$ cat config.mk
export PLATFORM = sky130hd
export DESIGN_NAME = ex_pipe
export DESIGN_NICKNAME = d
export VERILOG_FILES = /design/src/verilog/ex_pkg.sv /design/src/verilog/ex_alu.sv /design/src/verilog/ex_bru.sv /design/src/verilog/ex_hds_buf.sv /design/src/verilog/ex_pipe.sv
export SDC_FILE = /design/constraint.sdc
export NUM_CORES = 1
export LEC_CHECK = 0
export ABC_CLOCK_PERIOD_IN_PS = 9300
export BUFFER_PORTS_ARGS = -buffer_cell sky130_fd_sc_hd__buf_4
export CAP_MARGIN = 20
export CORE_ASPECT_RATIO = 2
export CORE_MARGIN = 2
export CORE_UTILIZATION = 40
export DETAILED_ROUTE_END_ITERATION = 10
export PLACE_DENSITY_LB_ADDON = 0.1
export SYNTH_ARGS = -nofsm -noshare
export SYNTH_HDL_FRONTEND = slang
export SYNTH_HIERARCHICAL = 1
export SYNTH_SLANG_ARGS = --single-unit
$ cat constraint.sdc
create_clock -name clk -period 9.3 [get_ports clk]
set_input_delay 1.395 -clock clk [delete_from_list [all_inputs] [get_ports clk]]
set_output_delay 1.395 -clock clk [all_outputs]
set_load 0.05 [all_outputs]
$ cat src/verilog/ex_pkg.sv
//*********************************************************************
// Shared widths, opcodes and records of the integer execute stage.
// PC values are word addresses; byte address is PC followed by 2'b00.
// Field order of the packed structs is MSB first as listed.
//*********************************************************************

package ex_pkg;

   // Datapath and index widths
   localparam int DW     = 32;
   localparam int PC_W   = 30;
   localparam int FE_W   = 3;
   localparam int PRF_AW = 6;
   localparam int ROB_AW = 4;
   localparam int BANK_W = 2;

   typedef enum logic [2:0] {
      ALU_ADD,
      ALU_SUB,
      ALU_AND,
      ALU_OR,
      ALU_XOR,
      ALU_SLL,
      ALU_SRL,
      ALU_SRA
   } alu_opc_e;

   // Conditional branches first, then the two jumps
   typedef enum logic [3:0] {
      BRU_NONE,
      BRU_BEQ,
      BRU_BNE,
      BRU_BLT,
      BRU_BLTU,
      BRU_BGE,
      BRU_BGEU,
      BRU_JAL,
      BRU_JALR
   } bru_opc_e;

   // Request from the reservation station
   typedef struct packed {
      alu_opc_e              alu_opc;
      bru_opc_e              bru_opc;
      logic                  lsu_op;
      logic                  epu_op;
      logic [FE_W-1:0]       fe;
      logic                  pred_taken;
      logic [PC_W-1:0]       pred_tgt;
      logic [PC_W-1:0]       pc;
      logic [DW-1:0]         imm;
      logic [DW-1:0]         op1;
      logic [DW-1:0]         op2;
      logic [PRF_AW-1:0]     prd;
      logic                  prd_we;
      logic [ROB_AW-1:0]     rob_id;
      logic [BANK_W-1:0]     rob_bank;
   } ex_req_t;

   // Record toward writeback and the ROB
   typedef struct packed {
      logic [ROB_AW-1:0]     rob_id;
      logic [BANK_W-1:0]     rob_bank;
      logic                  prf_we;
      logic [PRF_AW-1:0]     prf_waddr;
      logic [DW-1:0]         prf_wdata;
      logic                  fls;
      logic                  exc;
      logic [DW-1:0]         opera;
      logic [DW-1:0]         operb;
      logic [PC_W-1:0]       fls_tgt;
   } ex_wb_t;

endpackage

$ cat src/verilog/ex_alu.sv
//*********************************************************************
// Combinational integer ALU, no multiply or divide.
// Shift amount is taken from op2[4:0] only.
//*********************************************************************
`timescale 1ns/100ps

module ex_alu
   import ex_pkg::*;
(
   input  ex_req_t         req,
   output logic [DW-1:0]   alu_result
);

   logic            is_sub;
   logic [DW-1:0]   add_b;
   logic [DW-1:0]   add_sum;
   logic [4:0]      shamt;

   // Subtract is op1 + ~op2 + 1 on the same adder
   assign is_sub  = (req.alu_opc == ALU_SUB);
   assign add_b   = is_sub ? ~req.op2 : req.op2;
   assign add_sum = req.op1 + add_b + {{(DW-1){1'b0}}, is_sub};

   assign shamt = req.op2[4:0];

   always_comb begin
      case (req.alu_opc)
         ALU_ADD: begin
            alu_result = add_sum;
         end
         ALU_SUB: begin
            alu_result = add_sum;
         end
         ALU_AND: begin
            alu_result = req.op1 & req.op2;
         end
         ALU_OR: begin
            alu_result = req.op1 | req.op2;
         end
         ALU_XOR: begin
            alu_result = req.op1 ^ req.op2;
         end
         ALU_SLL: begin
            alu_result = req.op1 << shamt;
         end
         ALU_SRL: begin
            alu_result = req.op1 >> shamt;
         end
         ALU_SRA: begin
            // Sign bit fills from the left
            alu_result = $signed(req.op1) >>> shamt;
         end
         default: begin
            alu_result = add_sum;
         end
      endcase
   end

endmodule

$ cat src/verilog/ex_bru.sv
//*********************************************************************
// Combinational branch resolution.
// Relative targets use imm as a word offset; jalr drops op1[1:0].
// Link value is the byte address of the next instruction.
//*********************************************************************
`timescale 1ns/100ps

module ex_bru
   import ex_pkg::*;
(
   input  ex_req_t           req,
   output logic              taken,
   output logic [PC_W-1:0]   tgt,
   output logic [DW-1:0]     link,
   output logic              link_valid
);

   logic [DW-1:0]     diff;
   logic              carry;
   logic              ovf;
   logic              eq;
   logic              lt;
   logic              ltu;
   logic [PC_W-1:0]   npc;
   logic [PC_W-1:0]   rel_tgt;
   logic              is_jal;
   logic              is_jalr;

   // One subtraction op1 - op2 gives all three compares
   assign {carry, diff} = {1'b0, req.op1} + {1'b0, ~req.op2} + {{DW{1'b0}}, 1'b1};
   assign ovf = (req.op1[DW-1] != req.op2[DW-1]) && (diff[DW-1] != req.op1[DW-1]);
   assign eq  = (diff == '0);
   assign lt  = diff[DW-1] ^ ovf;
   // No carry out means a borrow, so op1 < op2 unsigned
   assign ltu = ~carry;

   assign is_jal  = (req.bru_opc == BRU_JAL);
   assign is_jalr = (req.bru_opc == BRU_JALR);

   assign npc     = req.pc + {{(PC_W-1){1'b0}}, 1'b1};
   assign rel_tgt = req.pc + req.imm[PC_W-1:0];

   assign tgt        = is_jalr ? req.op1[DW-1:2] : rel_tgt;
   assign link       = {npc, 2'b00};
   assign link_valid = is_jal | is_jalr;

   always_comb begin
      case (req.bru_opc)
         BRU_BEQ:  taken = eq;
         BRU_BNE:  taken = ~eq;
         BRU_BLT:  taken = lt;
         BRU_BLTU: taken = ltu;
         BRU_BGE:  taken = ~lt;
         BRU_BGEU: taken = ~ltu;
         BRU_JAL:  taken = 1'b1;
         BRU_JALR: taken = 1'b1;
         default:  taken = 1'b0;
      endcase
   end

   // Equal operands never also compare as less-than
   always_comb begin
      assert (!eq || (!lt && !ltu))
         else $error("branch compare flags disagree on equal operands");
   end

endmodule

$ cat src/verilog/ex_hds_buf.sv
//*********************************************************************
// One-deep valid/ready stage control with bypass ready.
// a_ready is low while flush is high; flush empties the stage.
// The upstream side keeps a_valid low during reset.
//*********************************************************************
`timescale 1ns/100ps

module ex_hds_buf (
   input  logic   clk,
   input  logic   reset,
   input  logic   flush,
   input  logic   a_valid,
   output logic   a_ready,
   output logic   b_valid,
   input  logic   b_ready,
   output logic   p_ce
);

   // Accept when empty or when the held entry leaves this cycle
   assign a_ready = (~b_valid | b_ready) & ~flush;
   assign p_ce    = a_valid & a_ready;

   always_ff @(posedge clk) begin
      if (reset) begin
         b_valid <= 1'b0;
      end else if (flush) begin
         b_valid <= 1'b0;
      end else if (p_ce) begin
         b_valid <= 1'b1;
      end else if (b_ready) begin
         b_valid <= 1'b0;
      end
   end

   // Stalled output stays valid until taken or flushed
   a_hold_valid : assert property (
      @(posedge clk) disable iff (reset)
      (b_valid && !b_ready && !flush) |=> b_valid
   ) else $error("b_valid dropped while stalled");

   a_no_load_in_reset : assert property (
      @(posedge clk) reset |-> !p_ce
   ) else $error("stage loaded during reset");

endmodule

$ cat src/verilog/ex_pipe.sv
//*********************************************************************
// Execute stage top: ALU, branch unit, speculation check, wb register.
// Loads, stores and system ops only form opera/operb here and never
// write the register file. fls, exc and prf_we qualify with wb_valid.
//*********************************************************************
`timescale 1ns/100ps

module ex_pipe
   import ex_pkg::*;
(
   input  logic      clk,
   input  logic      reset,
   input  logic      flush,
   input  logic      ex_valid,
   input  ex_req_t   ex_req,
   output logic      ex_ready,
   output logic      wb_valid,
   input  logic      wb_ready,
   output ex_wb_t    wb
);

   logic [DW-1:0]     alu_result;
   logic              br_taken;
   logic [PC_W-1:0]   br_tgt;
   logic [DW-1:0]     br_link;
   logic              br_link_valid;
   logic              p_ce;
   logic              fe_nz;
   logic              se_fail;
   logic [PC_W-1:0]   npc;
   logic [DW-1:0]     agu_sum;
   ex_wb_t            s1;
   ex_wb_t            wb_q;

   ex_alu u_alu (
      .req          (ex_req),
      .alu_result   (alu_result)
   );

   ex_bru u_bru (
      .req          (ex_req),
      .taken        (br_taken),
      .tgt          (br_tgt),
      .link         (br_link),
      .link_valid   (br_link_valid)
   );

   ex_hds_buf u_buf (
      .clk          (clk),
      .reset        (reset),
      .flush        (flush),
      .a_valid      (ex_valid),
      .a_ready      (ex_ready),
      .b_valid      (wb_valid),
      .b_ready      (wb_ready),
      .p_ce         (p_ce)
   );

   assign fe_nz   = |ex_req.fe;
   assign npc     = ex_req.pc + {{(PC_W-1){1'b0}}, 1'b1};
   assign agu_sum = ex_req.op1 + ex_req.imm;

   // Target only matters when the branch is actually taken
   assign se_fail = (br_taken ^ ex_req.pred_taken) |
                    (br_taken & (br_tgt != ex_req.pred_tgt));

   always_comb begin
      s1.rob_id    = ex_req.rob_id;
      s1.rob_bank  = ex_req.rob_bank;
      s1.prf_we    = ex_valid & ex_req.prd_we & ~(ex_req.lsu_op | ex_req.epu_op);
      s1.prf_waddr = ex_req.prd;
      s1.prf_wdata = br_link_valid ? br_link : alu_result;
      s1.fls       = ex_valid & se_fail;
      s1.exc       = ex_valid & fe_nz;
      // Exception handler reads the fetch fault code from opera
      s1.opera     = fe_nz ? {{(DW-FE_W){1'b0}}, ex_req.fe} : agu_sum;
      s1.operb     = ex_req.op2;
      s1.fls_tgt   = br_taken ? br_tgt : npc;
   end

   // Payload loads on p_ce; the three control bits also clear
   always_ff @(posedge clk) begin
      if (p_ce) begin
         wb_q <= s1;
      end
      if (reset || flush) begin
         wb_q.prf_we <= 1'b0;
         wb_q.fls    <= 1'b0;
         wb_q.exc    <= 1'b0;
      end
   end

   always_comb begin
      wb        = wb_q;
      wb.prf_we = wb_q.prf_we & wb_valid;
      wb.fls    = wb_q.fls & wb_valid;
      wb.exc    = wb_q.exc & wb_valid;
   end

endmodule

-- After elaboration in Yosys (flattened, before gate mapping)
Cells that the tools add are included.
- add/sub/neg operators: 7
- equality and inequality tests: 18
- shift operators: 3
- multiplexer cells: 9
- bitwise logic cells: 26
- reduce and logical (&&, ||, !) cells: 9
- operators by type and width (operator ; number):
    case mux 32 bit (7 select lines) ; 1
    adder 32 bit ; 2
    two-way mux 32 bit ; 2
    two-way mux 30 bit ; 2
    adder 32 x 32 -> 33 bit ; 1
    adder 33 x 1 -> 33 bit, second input constant ; 1
    adder 32 x 1 -> 32 bit ; 1
    AND 32 bit ; 1
    zero test 32 bit ; 1
    NOT 32 bit ; 1
    bitwise OR 32 bit ; 1
    left shift 32 x 5 -> 32 bit ; 1
    >> shifter 32 x 5 -> 32 bit ; 1
    >>> shifter 32 x 5 -> 32 bit ; 1
    XOR 32 bit ; 1
    adder 30 x 1 -> 30 bit, second input constant ; 1
    adder 30 bit ; 1
    inequality test 30 bit ; 1
    == test 4 x 3 -> 1 bit, second input constant ; 4
    == test 3 bit, second input constant ; 4
    AND 1 bit ; 10
    == test 4 x 2 -> 1 bit, second input constant ; 2
    case mux 1 bit (7 select lines) ; 1
    == test 3 x 2 -> 1 bit, second input constant ; 2
    15 further kinds ; 28
- bits in registers: 142
- bits of input ports: 187
- output and inout port bits: 143
- logic and storage cells: 85

-- Depth between registers and ports, before layout
Gate-level depths: netlist of run 1.
- word-level depth: 11
- mapped depth: 31

-- Cells and area by module
The synthesis of run 1 kept the hierarchy.
- modules (own cells, without submodules) (module ; instances ; cells each ; area an instance (um^2) ; seq. area each (um^2)):
    ex_pipe ; 1 ; 795 ; 8773.4 ; 4204.0
    ex_alu ; 1 ; 1089 ; 7604.8 ; 0.0
    ex_bru ; 1 ; 700 ; 4594.4 ; 0.0
    ex_hds_buf ; 1 ; 6 ; 61.3 ; 20.0

-- Least setup slack after synthesis of run 1
OpenSTA, ideal clock, no wires.
- path type: input to register
- start: input wb_ready
- end: register wb_q[95] (netlist bit)
- setup time: 98 ps
- arrival time: 7762 ps
- setup slack: 1440 ps
- cell stages on the path: 4
- path buffers: 0
- path through: nor2b_4 > nor3b_2 > o2111ai_1 > a211oi_1
- word-level cells in the longest chain between the ends: 3
- ends and longest elaborated chain (item ; line ; source):
    from (decl) ; ex_pipe.sv:18 ; input logic wb_ready,
    bitwise OR 1 bit ; ex_hds_buf.sv:20 ; assign a_ready = (~b_valid | b_ready) & ~flush;
    AND 1 bit ; ex_hds_buf.sv:20 ;
    AND 1 bit ; ex_hds_buf.sv:21 ; assign p_ce = a_valid & a_ready;
    net p_ce ; ex_pipe.sv:27 ; logic p_ce;
    to (decl) ; ex_pipe.sv:33 ; ex_wb_t wb_q;
The timed path passes the listed nets, and every way through them passes these cells.
A chain may end at the register's enable or synchronous reset.

-- Worst setup path in the final report of run 1
- start: input ex_req[55] (netlist bit)
- end: register wb_q[95] (netlist bit)
- word-level cells in the longest chain between the ends: 10
- ends and longest elaborated chain (item ; line ; source):
    from (decl) ; ex_pipe.sv:15 ; input ex_req_t ex_req,
    adder 32 x 32 -> 33 bit (*) ; ex_bru.sv:30 ; assign {carry, diff} = {1'b0, req.op1} + {1'b0, ~req.op2} + {{DW{1'b0}}, 1'b1};
    adder 33 x 1 -> 33 bit (*) ; ex_bru.sv:30 ;
    inequality test 1 bit ; ex_bru.sv:31 ; assign ovf = (req.op1[DW-1] != req.op2[DW-1]) && (diff[DW-1] != req.op1[DW-1]);
    logical AND 1 bit ; ex_bru.sv:31 ;
    XOR 1 bit ; ex_bru.sv:33 ; assign lt = diff[DW-1] ^ ovf;
    NOT 1 bit ; ex_bru.sv:53 ; BRU_BGE: taken = ~lt;
    case mux 1 bit (7 select lines) (*) ; ex_bru.sv:48 ; case (req.bru_opc)
    net br_taken ; ex_pipe.sv:23 ; logic br_taken;
    XOR 1 bit or AND 1 bit (tied branches) ; ex_pipe.sv:64, ex_pipe.sv:65 ;
    bitwise OR 1 bit (*) ; ex_pipe.sv:64 ; assign se_fail = (br_taken ^ ex_req.pred_taken) |
    AND 1 bit (*) ; ex_pipe.sv:73 ; s1.fls = ex_valid & se_fail;
Mark *: on every way through the listed nets, which the timed path passes. The rest lies on a longest branch.

==> implementation parameters, run 1 <==
Parameter                              Value

Placed design
  Global placement routability congestion    1.021
  Post-DP HPWL    87.25 mm
  Placed cell area    22950 sq um
  Number of I/O port buffers    329
  Post-Place Cells    3347

Pwr
  Switching pwr    0.001373 W
  Overall power consumption    0.003074 W
  Static power due to leakage    9.898 nW
  Clock network power share    0.252
  Proportion of total power due to net switching    0.4467
  Internal power    0.001701 W
  Gate power share    0.499
  Seq pwr share    0.249
  IR drop worst, VDD    0.0001028 V
  Total power per unit cell area    130.4 nW/um^2

Yosys
  Ranking of synthesized cells by instance count    243 x nand2_1, 211 x nor2_1, 195 x a21oi_1
  Top cells by area, synth    edfxtp_1 20%, ha_1 11%, buf_4 5.3%, xnor2_1 4.8%, a21oi_1 4.6%
  Cell with the most instances after synthesis    nand2_1
  #FFs+latches synth    142
  Count of unique library cells instantiated by Yosys    118
  Warnings from Yosys    6
  Sequential fraction of the synthesis area    0.2008
  Top-area cell type share of the netlist area    0.1970
  Asr flop ratio synth    0
  Number of enable-type register cells in the synthesized netlist    138
  Mean post-synth cell area    8.121 sq um
  Gate count after technology mapping    2590
  Leading area contributor after synthesis    edfxtp_1
  Synth Cell Area    21030 sq um
  Most instantiated flip-flop cell in the synthesis netlist    edfxtp_1

Setup path
  Worst-case register-to-register setup slack    6.78 ns
  Crit. path cell count    29
  Startpoint of the lowest-slack register-to-register path    u_buf/b_valid
  Critical R2R Capture    wb_q[95]
  Critical path buffer and inverter count    2
  Launching instance or port of the critical path    ex_req[55]
  Element type at the critical path start    input pin
  CP Data Arrival Time    8.20 ns
  Slowest cell on crit path    nor4_2
  Kind of capture point of the worst setup path    flop
  Worst Path Max Fanout    33
  Reg2Reg Depth    6
  Worst Path Required    9.65 ns
  Maximum cell stage delay along the critical path    0.63 ns
  Top Family by Delay on Critical Path    simple AND/OR/NAND/NOR gates
  Worst setup path class    input pin to flop
  Endpoint of the most critical setup path    wb_q[95]
  Most numerous cell on the critical path    nand3_1

Outcome
  Result of the run    completed

Clock network
  Total CTS buffers    17
  Post-cts resize count    0
  Register clock-pin slew on the reported worst setup and hold paths    0.07 ns
  Number of buffers inserted for hold repair after clock tree synthesis    0
  Clock root buffer master    clkbuf_16
  Clk_lat worst skew    0.47 ns
  Number of sinks driven by the clock tree    142
  CTS tree    done
  H-tree depth    4
  Maximum clock path buffer count    2
  Buffer count from post-CTS setup fixing    0

Cells and area
  Nets@finish    3089
  Area added between synthesis and finish    12.04%
  Share of cells above drive strength 1    0.1954
  Post-route cell area    23570 sq um
  Core Util, Final    0.4548
  Final Instance Count excl. Fillers    3380

Timing
  Highest attainable clock frequency    127.4 MHz
  Pins over their slew limit    0
  Total Neg Setup Slack    0 ns
  Relative slew slack    0.02682
  Number of endpoints failing setup at the final stage    0
  Tmin final    7.850 ns
  Setup repair after global routing missed its margin    false
  Skew final    0.01406 ns
  Slew at the pin closest to its max-slew limit    1.460 ns
  Final worst path period share    0.8441
  Total count of hold-check failures in the final report    0

Global route
  Overflow left after global routing    0
  Number of antenna violations at the first check in global routing    4
  Maximum number of pins on one net before global-route repair    76
  Total Routing Usage GR    0.3889
  Wire length of the first global-routing pass    152.7 mm
  Met3 Track Usage GR    0.06052
  Layer with the highest usage after global routing    met2
  Number of global-route vias before repair    21530
  Met1 global-route usage    0.3874
  Met2 usage in global routing    0.6693

Floorplanning
  Top-level port count    330
  Die width    166.2 um
  Die Area    54550 sq um
  Number of rows created at floorplan    118
  Core outline area    51820 sq um
  Height of the die    328.3 um
  Initial cell density of the core    0.4059

Detailed routing
  Vias per inst    6.331
  Remaining antenna violation count after routing    0
  Overall via count from detail_route    21400
  DRT iter0 DRCs    2218
  DRT Pass-1 Iters    7
  Total wire length after detailed routing    109.1 mm
  Count of unresolved DRC violations after routing    0
  Post-detailed-route wirelength per cell    32.27 um

Hold path
  Path class of the lowest-slack min-delay path    flop to flop

Flow run
  Max_cap viols    0
## tightest hold or removal path, cell delays in order, from the launching register on
cell	delay, ns
dfxtp_1	0.31
mux2i_1	0.13
nor3_1	0.06
## area by class of cell
| cell class | count | area (sq um) |
|---|---|---|
| Antenna cell | 2 | 5.005 |
| Clock buffer | 17 | 425.4 |
| Clock inverter | 14 | 183.9 |
| Fill cell | 5239 | 28260 |
| Inverter | 150 | 563.0 |
| Multi-Input combinational cell | 2039 | 14670 |
| Sequential cell | 142 | 4224 |
| Tap cell | 660 | 825.8 |
| Timing Repair Buffer | 356 | 2673 |
## how the worst min path moves through the flow
stage	cells past startpoint	end	from	slack, ns
detailed placement	2	wb_q[134]	wb_q[134]	0.55
global placement	2	wb_q[134]	wb_q[134]	0.51
finish	2	wb_q[134]	wb_q[134]	0.55
global route	2	wb_q[134]	wb_q[134]	0.59
floorplan	2	wb_q[95]	wb_q[95]	0.44
CTS	2	wb_q[134]	wb_q[134]	0.56
## layout by cell type, fill, tap and decap left out, types with 61 or more instances in the layout
cell and n:
a21oi_1 195, buf_4 356, edfxtp_1 138, ha_1 191, inv_1 147, mux2i_1 70
nand2_1 243, nand3_1 61, nor2_1 210, o21ai_0 186, xnor2_1 116, xor2_1 74
## through the flow
step                      hold WS (ns)  setup slack [ns]
final                           0.5485             1.450
after global placement          0.5141             1.198
after detailed placement        0.5489             1.099
after floorplan                 0.4416             1.440
after global routing            0.5874            0.9775
after CTS                       0.5615             1.573
## power groups by stage
stage	clock network, W	registers (W)	logic (W)
6_report	0.000775	0.000764	0.00154
5_1_grt	0.000801	0.000767	0.00161
4_1_cts	0.000785	0.000765	0.00150
3_5_place_dp	0	0.000779	0.00149
3_3_place_gp	0	0.000778	0.00149
2_1_floorplan	0	0.000776	0.000965
## flip-flops by register name, summed over array words and instances (netlist names)
signal,cells
wb,138
wb_q,3
u_buf/b_valid,1
## cell families (layout without fill, tap and decap cells)
kind of cell,count (synthesis),in the layout,synth area share
other,1,4,0.0001783
muxes,163,163,0.1002
xor gates and xnor gates,191,191,0.07989
and+or+nand+nor,750,750,0.1681
buffers and inverters,410,537,0.1031
DFF,142,142,0.2008
adders and majority gates,196,196,0.1184
AOI/OAI and AO/OA,737,737,0.2293
## metal layers
metal | up-vias | share of wire
met3 | 416 | 0.062
met4 | 0 | 0.12
met1 | 10220 | 0.33
met2 | 1205 | 0.49
li1 | 9562 | -
met5 | - | 0
Power figures use the tool's default switching activity.
==> run 2: changes to the inputs <==
--- a/config.mk
+++ b/config.mk
@@ -5,7 +5,8 @@
 export SDC_FILE = /design/constraint.sdc
 export NUM_CORES = 1
 export LEC_CHECK = 0
-export ABC_CLOCK_PERIOD_IN_PS = 9300
+export ABC_AREA = 1
+export ABC_CLOCK_PERIOD_IN_PS = 7600
 export BUFFER_PORTS_ARGS = -buffer_cell sky130_fd_sc_hd__buf_4
 export CAP_MARGIN = 20
 export CORE_ASPECT_RATIO = 2
==> constraint.sdc (replaced) <==
create_clock -name clk -period 7.6 [get_ports clk]
set_input_delay 1.14 -clock clk [delete_from_list [all_inputs] [get_ports clk]]
set_output_delay 1.14 -clock clk [all_outputs]
set_load 0.05 [all_outputs]
==> run 2 against run 1 <==
Compared with the run above:
- global-route usage grew 4.1 points
- area after synthesis rose by 9.2%
- utilization is 0.23 points lower
==> implementation parameters, run 2 <==
Parameter                              Value

Outcome
  Result of the run    completed

Cells and area
  Commonest cells after routing, fill and taps aside    1247 x nand2_1, 518 x inv_1, 355 x buf_4
  Area added between synthesis and finish    12.15% (about the same)
  Most common cell after layout, fill and taps aside    nand2_1
  Max reg flops    138 (unchanged)
  Ant. Diodes    0 (-2)
  Nets@finish    4280 (+39%)
  Final Instance Count excl. Fillers    4666 (+38%)
  Layout fillers    6489 (+24%)
  Core Util, Final    0.4525 (-0.002284)
  Share of cells above drive strength 1    0.1325 (-0.06288)

Setup path
  Element type at the critical path start    input pin
  Kind of capture point of the worst setup path    flop
  Critical R2R Capture    wb_q[95]
  Worst Path Required    7.84 ns (-1.81 ns)
  CP Data Arrival Time    6.16 ns (-2.04 ns)
  Slowest cell on crit path    clkinv_1
  Launching instance or port of the critical path    ex_req[17]
  Maximum cell stage delay along the critical path    0.73 ns (+0.10 ns)
  Startpoint of the lowest-slack register-to-register path    u_buf/b_valid
  Worst setup path class    input pin to flop
  Most numerous cell on the critical path    nand2_1
  Critical path buffer and inverter count    3 (+1)
  Top Family by Delay on Critical Path    simple AND/OR/NAND/NOR gates
  Reg2Reg Depth    7 (+1)
  Worst Path Max Fanout    28 (-15%)
  Worst-case register-to-register setup slack    5.05 ns (-1.73 ns)

Hold path
  Source of the worst hold timing path    wb_q[134]
  Path class of the lowest-slack min-delay path    flop to flop
  Worst Hold Depth    2 (unchanged)
  WHS Endpoint    wb_q[134]

Floorplanning
  Height of the die    342.9 um (+4.5%)
  Die Area    59480 sq um (+9.0%)
  Core outline area    56940 sq um (+9.9%)
  Number of rows created at floorplan    124 (+5.1%)
  Initial cell density of the core    0.4034 (-0.002441)
  Top-level port count    330 (unchanged)
  Die width    173.5 um (+4.4%)

Timing
  Pins over their slew limit    0 (unchanged)
  Total Neg Setup Slack    0 ns (unchanged)
  Worst path setup slack after routing    1.687 ns (+0.2366 ns)
  Relative slew slack    0.2201 (+0.1933)
  Total count of hold-check failures in the final report    0 (unchanged)
  Number of endpoints failing setup at the final stage    0 (unchanged)
  Slew at the pin closest to its max-slew limit    1.158 ns (-0.3021 ns)
  Setup repair after global routing missed its margin    false
  Tmin final    5.913 ns
  Final worst path period share    0.7781
  Skew final    0.02316 ns (+0.009102 ns)
  Highest attainable clock frequency    169.1 MHz

Detailed routing
  DRT Pass-1 Iters    7 (unchanged)
  Post-detailed-route wirelength per cell    27.62 um (-14%)
  Vias per inst    5.663 (-11%)
  Remaining antenna violation count after routing    0 (unchanged)
  Total wire length after detailed routing    128.9 mm (+18%)
  Overall via count from detail_route    26430 (+23%)
  DRT iter0 DRCs    2385 (+7.5%)
  Count of unresolved DRC violations after routing    0 (unchanged)

Pwr
  Switching pwr    0.001937 W (+41%)
  Clock network power share    0.236 (-0.016)
  Seq pwr share    0.242 (-0.007)
  Internal power    0.001935 W (+14%)
  IR drop worst, VDD    0.0001260 V (+23%)
  Gate power share    0.522 (+0.023)
  Static power due to leakage    13.44 nW (+36%)
  Proportion of total power due to net switching    0.5004 (+0.05366)
  Total power per unit cell area    150.3 nW/um^2 (+15%)

Yosys
  Ranking of synthesized cells by instance count    1247 x nand2_1, 519 x inv_1, 296 x nor2_1
  Cell with the most instances after synthesis    nand2_1
  #FFs+latches synth    142 (unchanged)
  Top-area cell type share of the netlist area    0.2038 (+0.006744)
  Leading area contributor after synthesis    nand2_1
  Most instantiated flip-flop cell in the synthesis netlist    edfxtp_1
  Sequential fraction of the synthesis area    0.1839 (-0.01694)
  Number of enable-type register cells in the synthesized netlist    138 (unchanged)
  Synth Cell Area    22970 sq um (+9.2%)
  Mean post-synth cell area    6.129 sq um (-25%)
  Warnings from Yosys    6 (unchanged)
  Count of unique library cells instantiated by Yosys    70 (-41%)
  Gate count after technology mapping    3748 (+45%)
  Top cells by area, synth    nand2_1 20%, edfxtp_1 18%, ha_1 10%, inv_1 8.5%, nor2_1 4.8%
  Asr flop ratio synth    0 (unchanged)

Global route
  Wire length of the first global-routing pass    180.4 mm (+18%)
  Maximum number of pins on one net before global-route repair    61 (-20%)
  Number of global-route vias before repair    26770 (+24%)
  Overflow left after global routing    0 (unchanged)
  Number of antenna violations at the first check in global routing    5 (+1)
  Total Routing Usage GR    0.4294 (+0.04051)

Clock network
  Maximum clock path buffer count    2 (unchanged)
  Post-cts resize count    0 (unchanged)
  H-tree depth    4 (unchanged)
  Register clock-pin slew on the reported worst setup and hold paths    0.08 ns (about the same)
  Clk_lat worst skew    0.53 ns (+0.06 ns)
  Buffer count from post-CTS setup fixing    0 (unchanged)
  Number of buffers inserted for hold repair after clock tree synthesis    0 (unchanged)
  Clock root buffer master    clkbuf_16
  Total CTS buffers    17 (unchanged)
  CTS tree    done
  Number of sinks driven by the clock tree    142 (unchanged)

Flow run
  Max_cap viols    0 (unchanged)

Placed design
  Post-DP HPWL    106.3 mm (+22%)
  Global placement routability congestion    1.078 (+5.6%)
  Number of I/O port buffers    329 (unchanged)
  Setup slack after placement    1.273 ns (+0.1736 ns)
  Post-Place Cells    4631 (+38%)
==> run 2: cell count changes after synthesis, sizes merged, moves of 31 or more <==
cell / previous run / this run
xnor2: 117 / 33
mux4: 31 / 0
mux2i: 70 / 6
inv: 149 / 530
a21o: 50 / 14
clkbuf: 66 / 29
nand2: 244 / 1267
nand3: 61 / 230
nor2: 212 / 314
a211oi: 39 / 6
==> run 2: kinds of logic (layout without fill, tap and decap cells) <==
logic type | Yosys count | after routing | share of synthesized area
fa+ha+maj | 196 | 196 | 0.1084
flops | 142 | 142 | 0.1839
xor+xnor | 111 | 111 | 0.04232
buf+inv | 761 | 922 | 0.1510
other cells | 1 | 2 | 0.0001632
simple gates | 1942 | 1942 | 0.3582
mux | 38 | 38 | 0.01830
compound gates | 557 | 557 | 0.1377
==> run 2: tightest hold or removal path: stages (launching register included) <==
cell	delay [ns]
dfxtp_1	0.31
nand2_1	0.06
a21oi_1	0.05
==> run 2: final cells by class <==
cell class,count,area (sq um),area share
Timing Repair Buffer,358,2688,0.1043
Sequential cell,142,4224,0.1640
Tap cell,756,945.9,0.03672
Clock buffer,17,425.4,0.01651
Clock inverter,15,166.4,0.006459
Multi-Input combinational cell,2846,15320,0.5945
Inverter,532,1997,0.07751
==> run 2: worst max path at each step <==
stage,endpoint,slack [ns],cells past startpoint
2_1_floorplan,wb_q[134],2.03,7
3_3_place_gp,wb[2],1.40,30
3_5_place_dp,wb[2],1.27,30
4_1_cts,wb[2],1.82,30
5_1_grt,wb[25],1.43,30
6_report,wb[2],1.69,30
==> run 2: metal layers <==
| metal | track usage | share of wire | vias up |
|---|---|---|---|
| li1 | - | - | 12270 |
| met4 | 0.5198 | 0.15 | 12 |
| met2 | 0.7814 | 0.50 | 1374 |
| met1 | 0.3459 | 0.28 | 12120 |
| met3 | 0.09907 | 0.065 | 645 |
| met5 | 0 | 0.00062 | - |
==> run 2: power groups by stage <==
| stage | logic (W) | clock network, W | registers (W) |
|---|---|---|---|
| floorplan | 0.00120 | 0 | 0.000951 |
| global placement | 0.00193 | 0 | 0.000955 |
| detailed placement | 0.00193 | 0 | 0.000956 |
| CTS | 0.00194 | 0.000932 | 0.000938 |
| global route | 0.00214 | 0.000954 | 0.000941 |
| finish | 0.00202 | 0.000914 | 0.000938 |
==> run 2: per-stage QoR <==
step	hold slack (ns)	instance area [sq um]	total power [W]
after CTS	0.4663	25740	0.003810
after detailed placement	0.4539	25150	0.002888
after global placement	0.4548	25150	0.002887
after floorplan	0.4421	22980	0.002150
final	0.4636	25760	0.003872
after global routing	0.4882	25760	0.004034
==> run 3: changes to the inputs <==
--- a/config.mk
+++ b/config.mk
@@ -6,7 +6,7 @@
 export NUM_CORES = 1
 export LEC_CHECK = 0
 export ABC_AREA = 1
-export ABC_CLOCK_PERIOD_IN_PS = 7600
+export ABC_CLOCK_PERIOD_IN_PS = 6000
 export BUFFER_PORTS_ARGS = -buffer_cell sky130_fd_sc_hd__buf_4
 export CAP_MARGIN = 20
 export CORE_ASPECT_RATIO = 2
==> constraint.sdc (replaced) <==
create_clock -name clk -period 6 [get_ports clk]
set_input_delay 0.9 -clock clk [delete_from_list [all_inputs] [get_ports clk]]
set_output_delay 0.9 -clock clk [all_outputs]
set_load 0.05 [all_outputs]
==> run 3 against run 2 <==
Compared with the run above:
- cell count rose by 0.41%
- setup slack worse by 0.71 ns
- critical path depth is 1 higher
- clock skew decreased by 0.0073 ns
- non-clock buffer count is 16 higher
- die area did not move
- register-to-register slack worse by 1.2 ns
- hold slack improved by 0.0087 ns
- cell area increased by 0.66%
- combinational power grew 28%
- count of clock-buffer cells in the layout is the same
==> implementation parameters, run 3 (synthesized netlist as in run 2, its figures left out) <==
Parameter                              Value

Hold path
  Path class of the lowest-slack min-delay path    flop to flop
  Worst Hold Depth    2 (unchanged)
  Source of the worst hold timing path    wb_q[134]
  WHS Endpoint    wb_q[134]

Clock network
  Maximum clock path buffer count    2 (unchanged)
  Total CTS buffers    17 (unchanged)
  Clk_lat worst skew    0.50 ns (-0.03 ns)
  H-tree depth    4 (unchanged)
  Register clock-pin slew on the reported worst setup and hold paths    0.08 ns (about the same)
  Number of sinks driven by the clock tree    142 (unchanged)
  Post-cts resize count    0 (unchanged)
  CTS tree    done
  Clock root buffer master    clkbuf_16
  Number of buffers inserted for hold repair after clock tree synthesis    0 (unchanged)
  Buffer count from post-CTS setup fixing    0 (unchanged)

Setup path
  Worst Path Required    6.36 ns (-1.48 ns)
  Launching instance or port of the critical path    ex_req[53]
  Kind of capture point of the worst setup path    flop
  Worst-case register-to-register setup slack    3.81 ns (-1.24 ns)
  Critical path buffer and inverter count    4 (+1)
  Startpoint of the lowest-slack register-to-register path    u_buf/b_valid
  Most numerous cell on the critical path    nand2_1
  CP Data Arrival Time    5.38 ns (-0.78 ns)
  Element type at the critical path start    input pin
  Slowest cell on crit path    fa_1
  Top Family by Delay on Critical Path    simple AND/OR/NAND/NOR gates
  Worst Path Max Fanout    20 (-29%)
  Maximum cell stage delay along the critical path    0.67 ns (-0.06 ns)
  Reg2Reg Depth    5 (-2)
  Critical R2R Capture    wb[30]
  Worst setup path class    input pin to flop

Floorplanning
  Height of the die    342.9 um (unchanged)
  Number of rows created at floorplan    124 (unchanged)
  Die width    173.5 um (unchanged)
  Die Area    59480 sq um (unchanged)
  Initial cell density of the core    0.4034 (unchanged)
  Top-level port count    330 (unchanged)
  Core outline area    56940 sq um (unchanged)

Detailed routing
  DRT iter0 DRCs    2373 (-0.50%)
  Vias per inst    5.637 (-0.47%)
  Remaining antenna violation count after routing    0 (unchanged)
  Post-detailed-route wirelength per cell    27.37 um (-0.91%)
  Overall via count from detail_route    26410 (-0.061%)
  DRT Pass-1 Iters    8 (+1)
  Count of unresolved DRC violations after routing    0 (unchanged)
  Total wire length after detailed routing    128.2 mm (-0.51%)

Global route
  Number of antenna violations at the first check in global routing    5 (unchanged)
  Wire length of the first global-routing pass    177.0 mm (-1.9%)
  Maximum number of pins on one net before global-route repair    78 (+28%)
  Overflow left after global routing    0 (unchanged)
  Number of global-route vias before repair    26020 (-2.8%)
  Total Routing Usage GR    0.4238 (-0.005607)

Placed design
  Placed cell area    25280 sq um (+0.53%)
  Global placement routability congestion    1.076 (-0.19%)
  Number of I/O port buffers    329 (unchanged)
  Post-DP HPWL    105.8 mm (-0.48%)

Cells and area
  Nets@finish    4296 (+0.37%)
  Commonest cells after routing, fill and taps aside    1247 x nand2_1, 518 x inv_1, 371 x buf_4
  Share of cells above drive strength 1    0.1363 (+0.003790)
  Max reg flops    138 (unchanged)
  Core Util, Final    0.4554 (+0.002966)
  Area added between synthesis and finish    12.89%
  Most common cell after layout, fill and taps aside    nand2_1
  Post-route cell area    25930 sq um (+0.66%)

Timing
  Total count of hold-check failures in the final report    0 (unchanged)
  Tmin final    5.020 ns
  Total Neg Setup Slack    0 ns (unchanged)
  Setup repair after global routing missed its margin    false
  Skew final    0.01587 ns (-0.007289 ns)
  Highest attainable clock frequency    199.2 MHz
  Final worst path period share    0.8367
  Number of endpoints failing setup at the final stage    0 (unchanged)
  Pins over their slew limit    0 (unchanged)
  Slew at the pin closest to its max-slew limit    1.202 ns (+0.04451 ns)
  Relative slew slack    0.1937 (-0.02635)

Pwr
  Static power due to leakage    13.54 nW (+0.75%)
  Total power per unit cell area    190.5 nW/um^2 (+27%)
  IR drop worst, VDD    0.0001483 V (+18%)

Flow run
  Max_cap viols    0 (unchanged)

Outcome
  Result of the run    completed
## run 3: changes by cell type in the layout (fill, tap and decap cells not counted), moves of 2 or more
cell        delta
clkbuf_4       -2
clkinvlp_4     -2
diode_2        +3
inv_6          -3
buf_4         +16
clkinv_4       +2
clkinv_8       +2
## run 3: report_power, final
group | total, W | switching (W) | internal (W)
combinational | 0.00258 | 0.00184 | 0.000739
sequential | 0.00119 | 0.0000192 | 0.00117
clock | 0.00118 | 0.000611 | 0.000567
## run 3: worst min-delay path: cells and delay by family (launching register included)
kind,cells,cell delay (ns)
simple gates,1,0.06
compound gates,1,0.05
flops,1,0.32
## run 3: final cells by class
cell class / instances / area [sq um]
antenna: 3 / 7.507
tap: 756 / 945.9
clock inverter: 15 / 186.4
timing repair buffer: 374 / 2824
sequential: 142 / 4224
fill: 6318 / 31010
clock buffer: 17 / 425.4
inverter: 532 / 1997
multi-input combinational: 2846 / 15320
## run 3: worst max path at each step
| stage | end | slack, ns | cells past startpoint |
|---|---|---|---|
| 3_5_place_dp | wb[7] | 0.65 | 31 |
| 2_1_floorplan | wb_q[134] | 0.67 | 7 |
| 5_1_grt | wb_q[95] | 0.55 | 35 |
| 3_3_place_gp | wb[7] | 0.68 | 30 |
| 6_report | wb[7] | 0.98 | 31 |
| 4_1_cts | wb[7] | 1.18 | 31 |
## run 3: routing by layer
metal	track usage	up-vias	wire, um
li1	-	12320	-
met1	0.3551	12150	37420
met2	0.7765	1344	64750
met3	0.08211	587	7801
met4	0.4913	4	18210
met5	0	-	31
## run 3: metrics by stage
| step | hold slack, ns | total power [W] | setup slack, ns | cells |
|---|---|---|---|---|
| 2_1_floorplan | 0.4421 | 0.002724 | 0.6739 | 3749 |
| 3_3_place_gp | 0.4536 | 0.003689 | 0.6765 | 4647 |
| 3_5_place_dp | 0.4620 | 0.003683 | 0.6548 | 4647 |
| 4_1_cts | 0.4749 | 0.004865 | 1.177 | 4679 |
| 5_1_grt | 0.5026 | 0.005118 | 0.5491 | 4682 |
| 6_report | 0.4723 | 0.004940 | 0.9800 | 4685 |
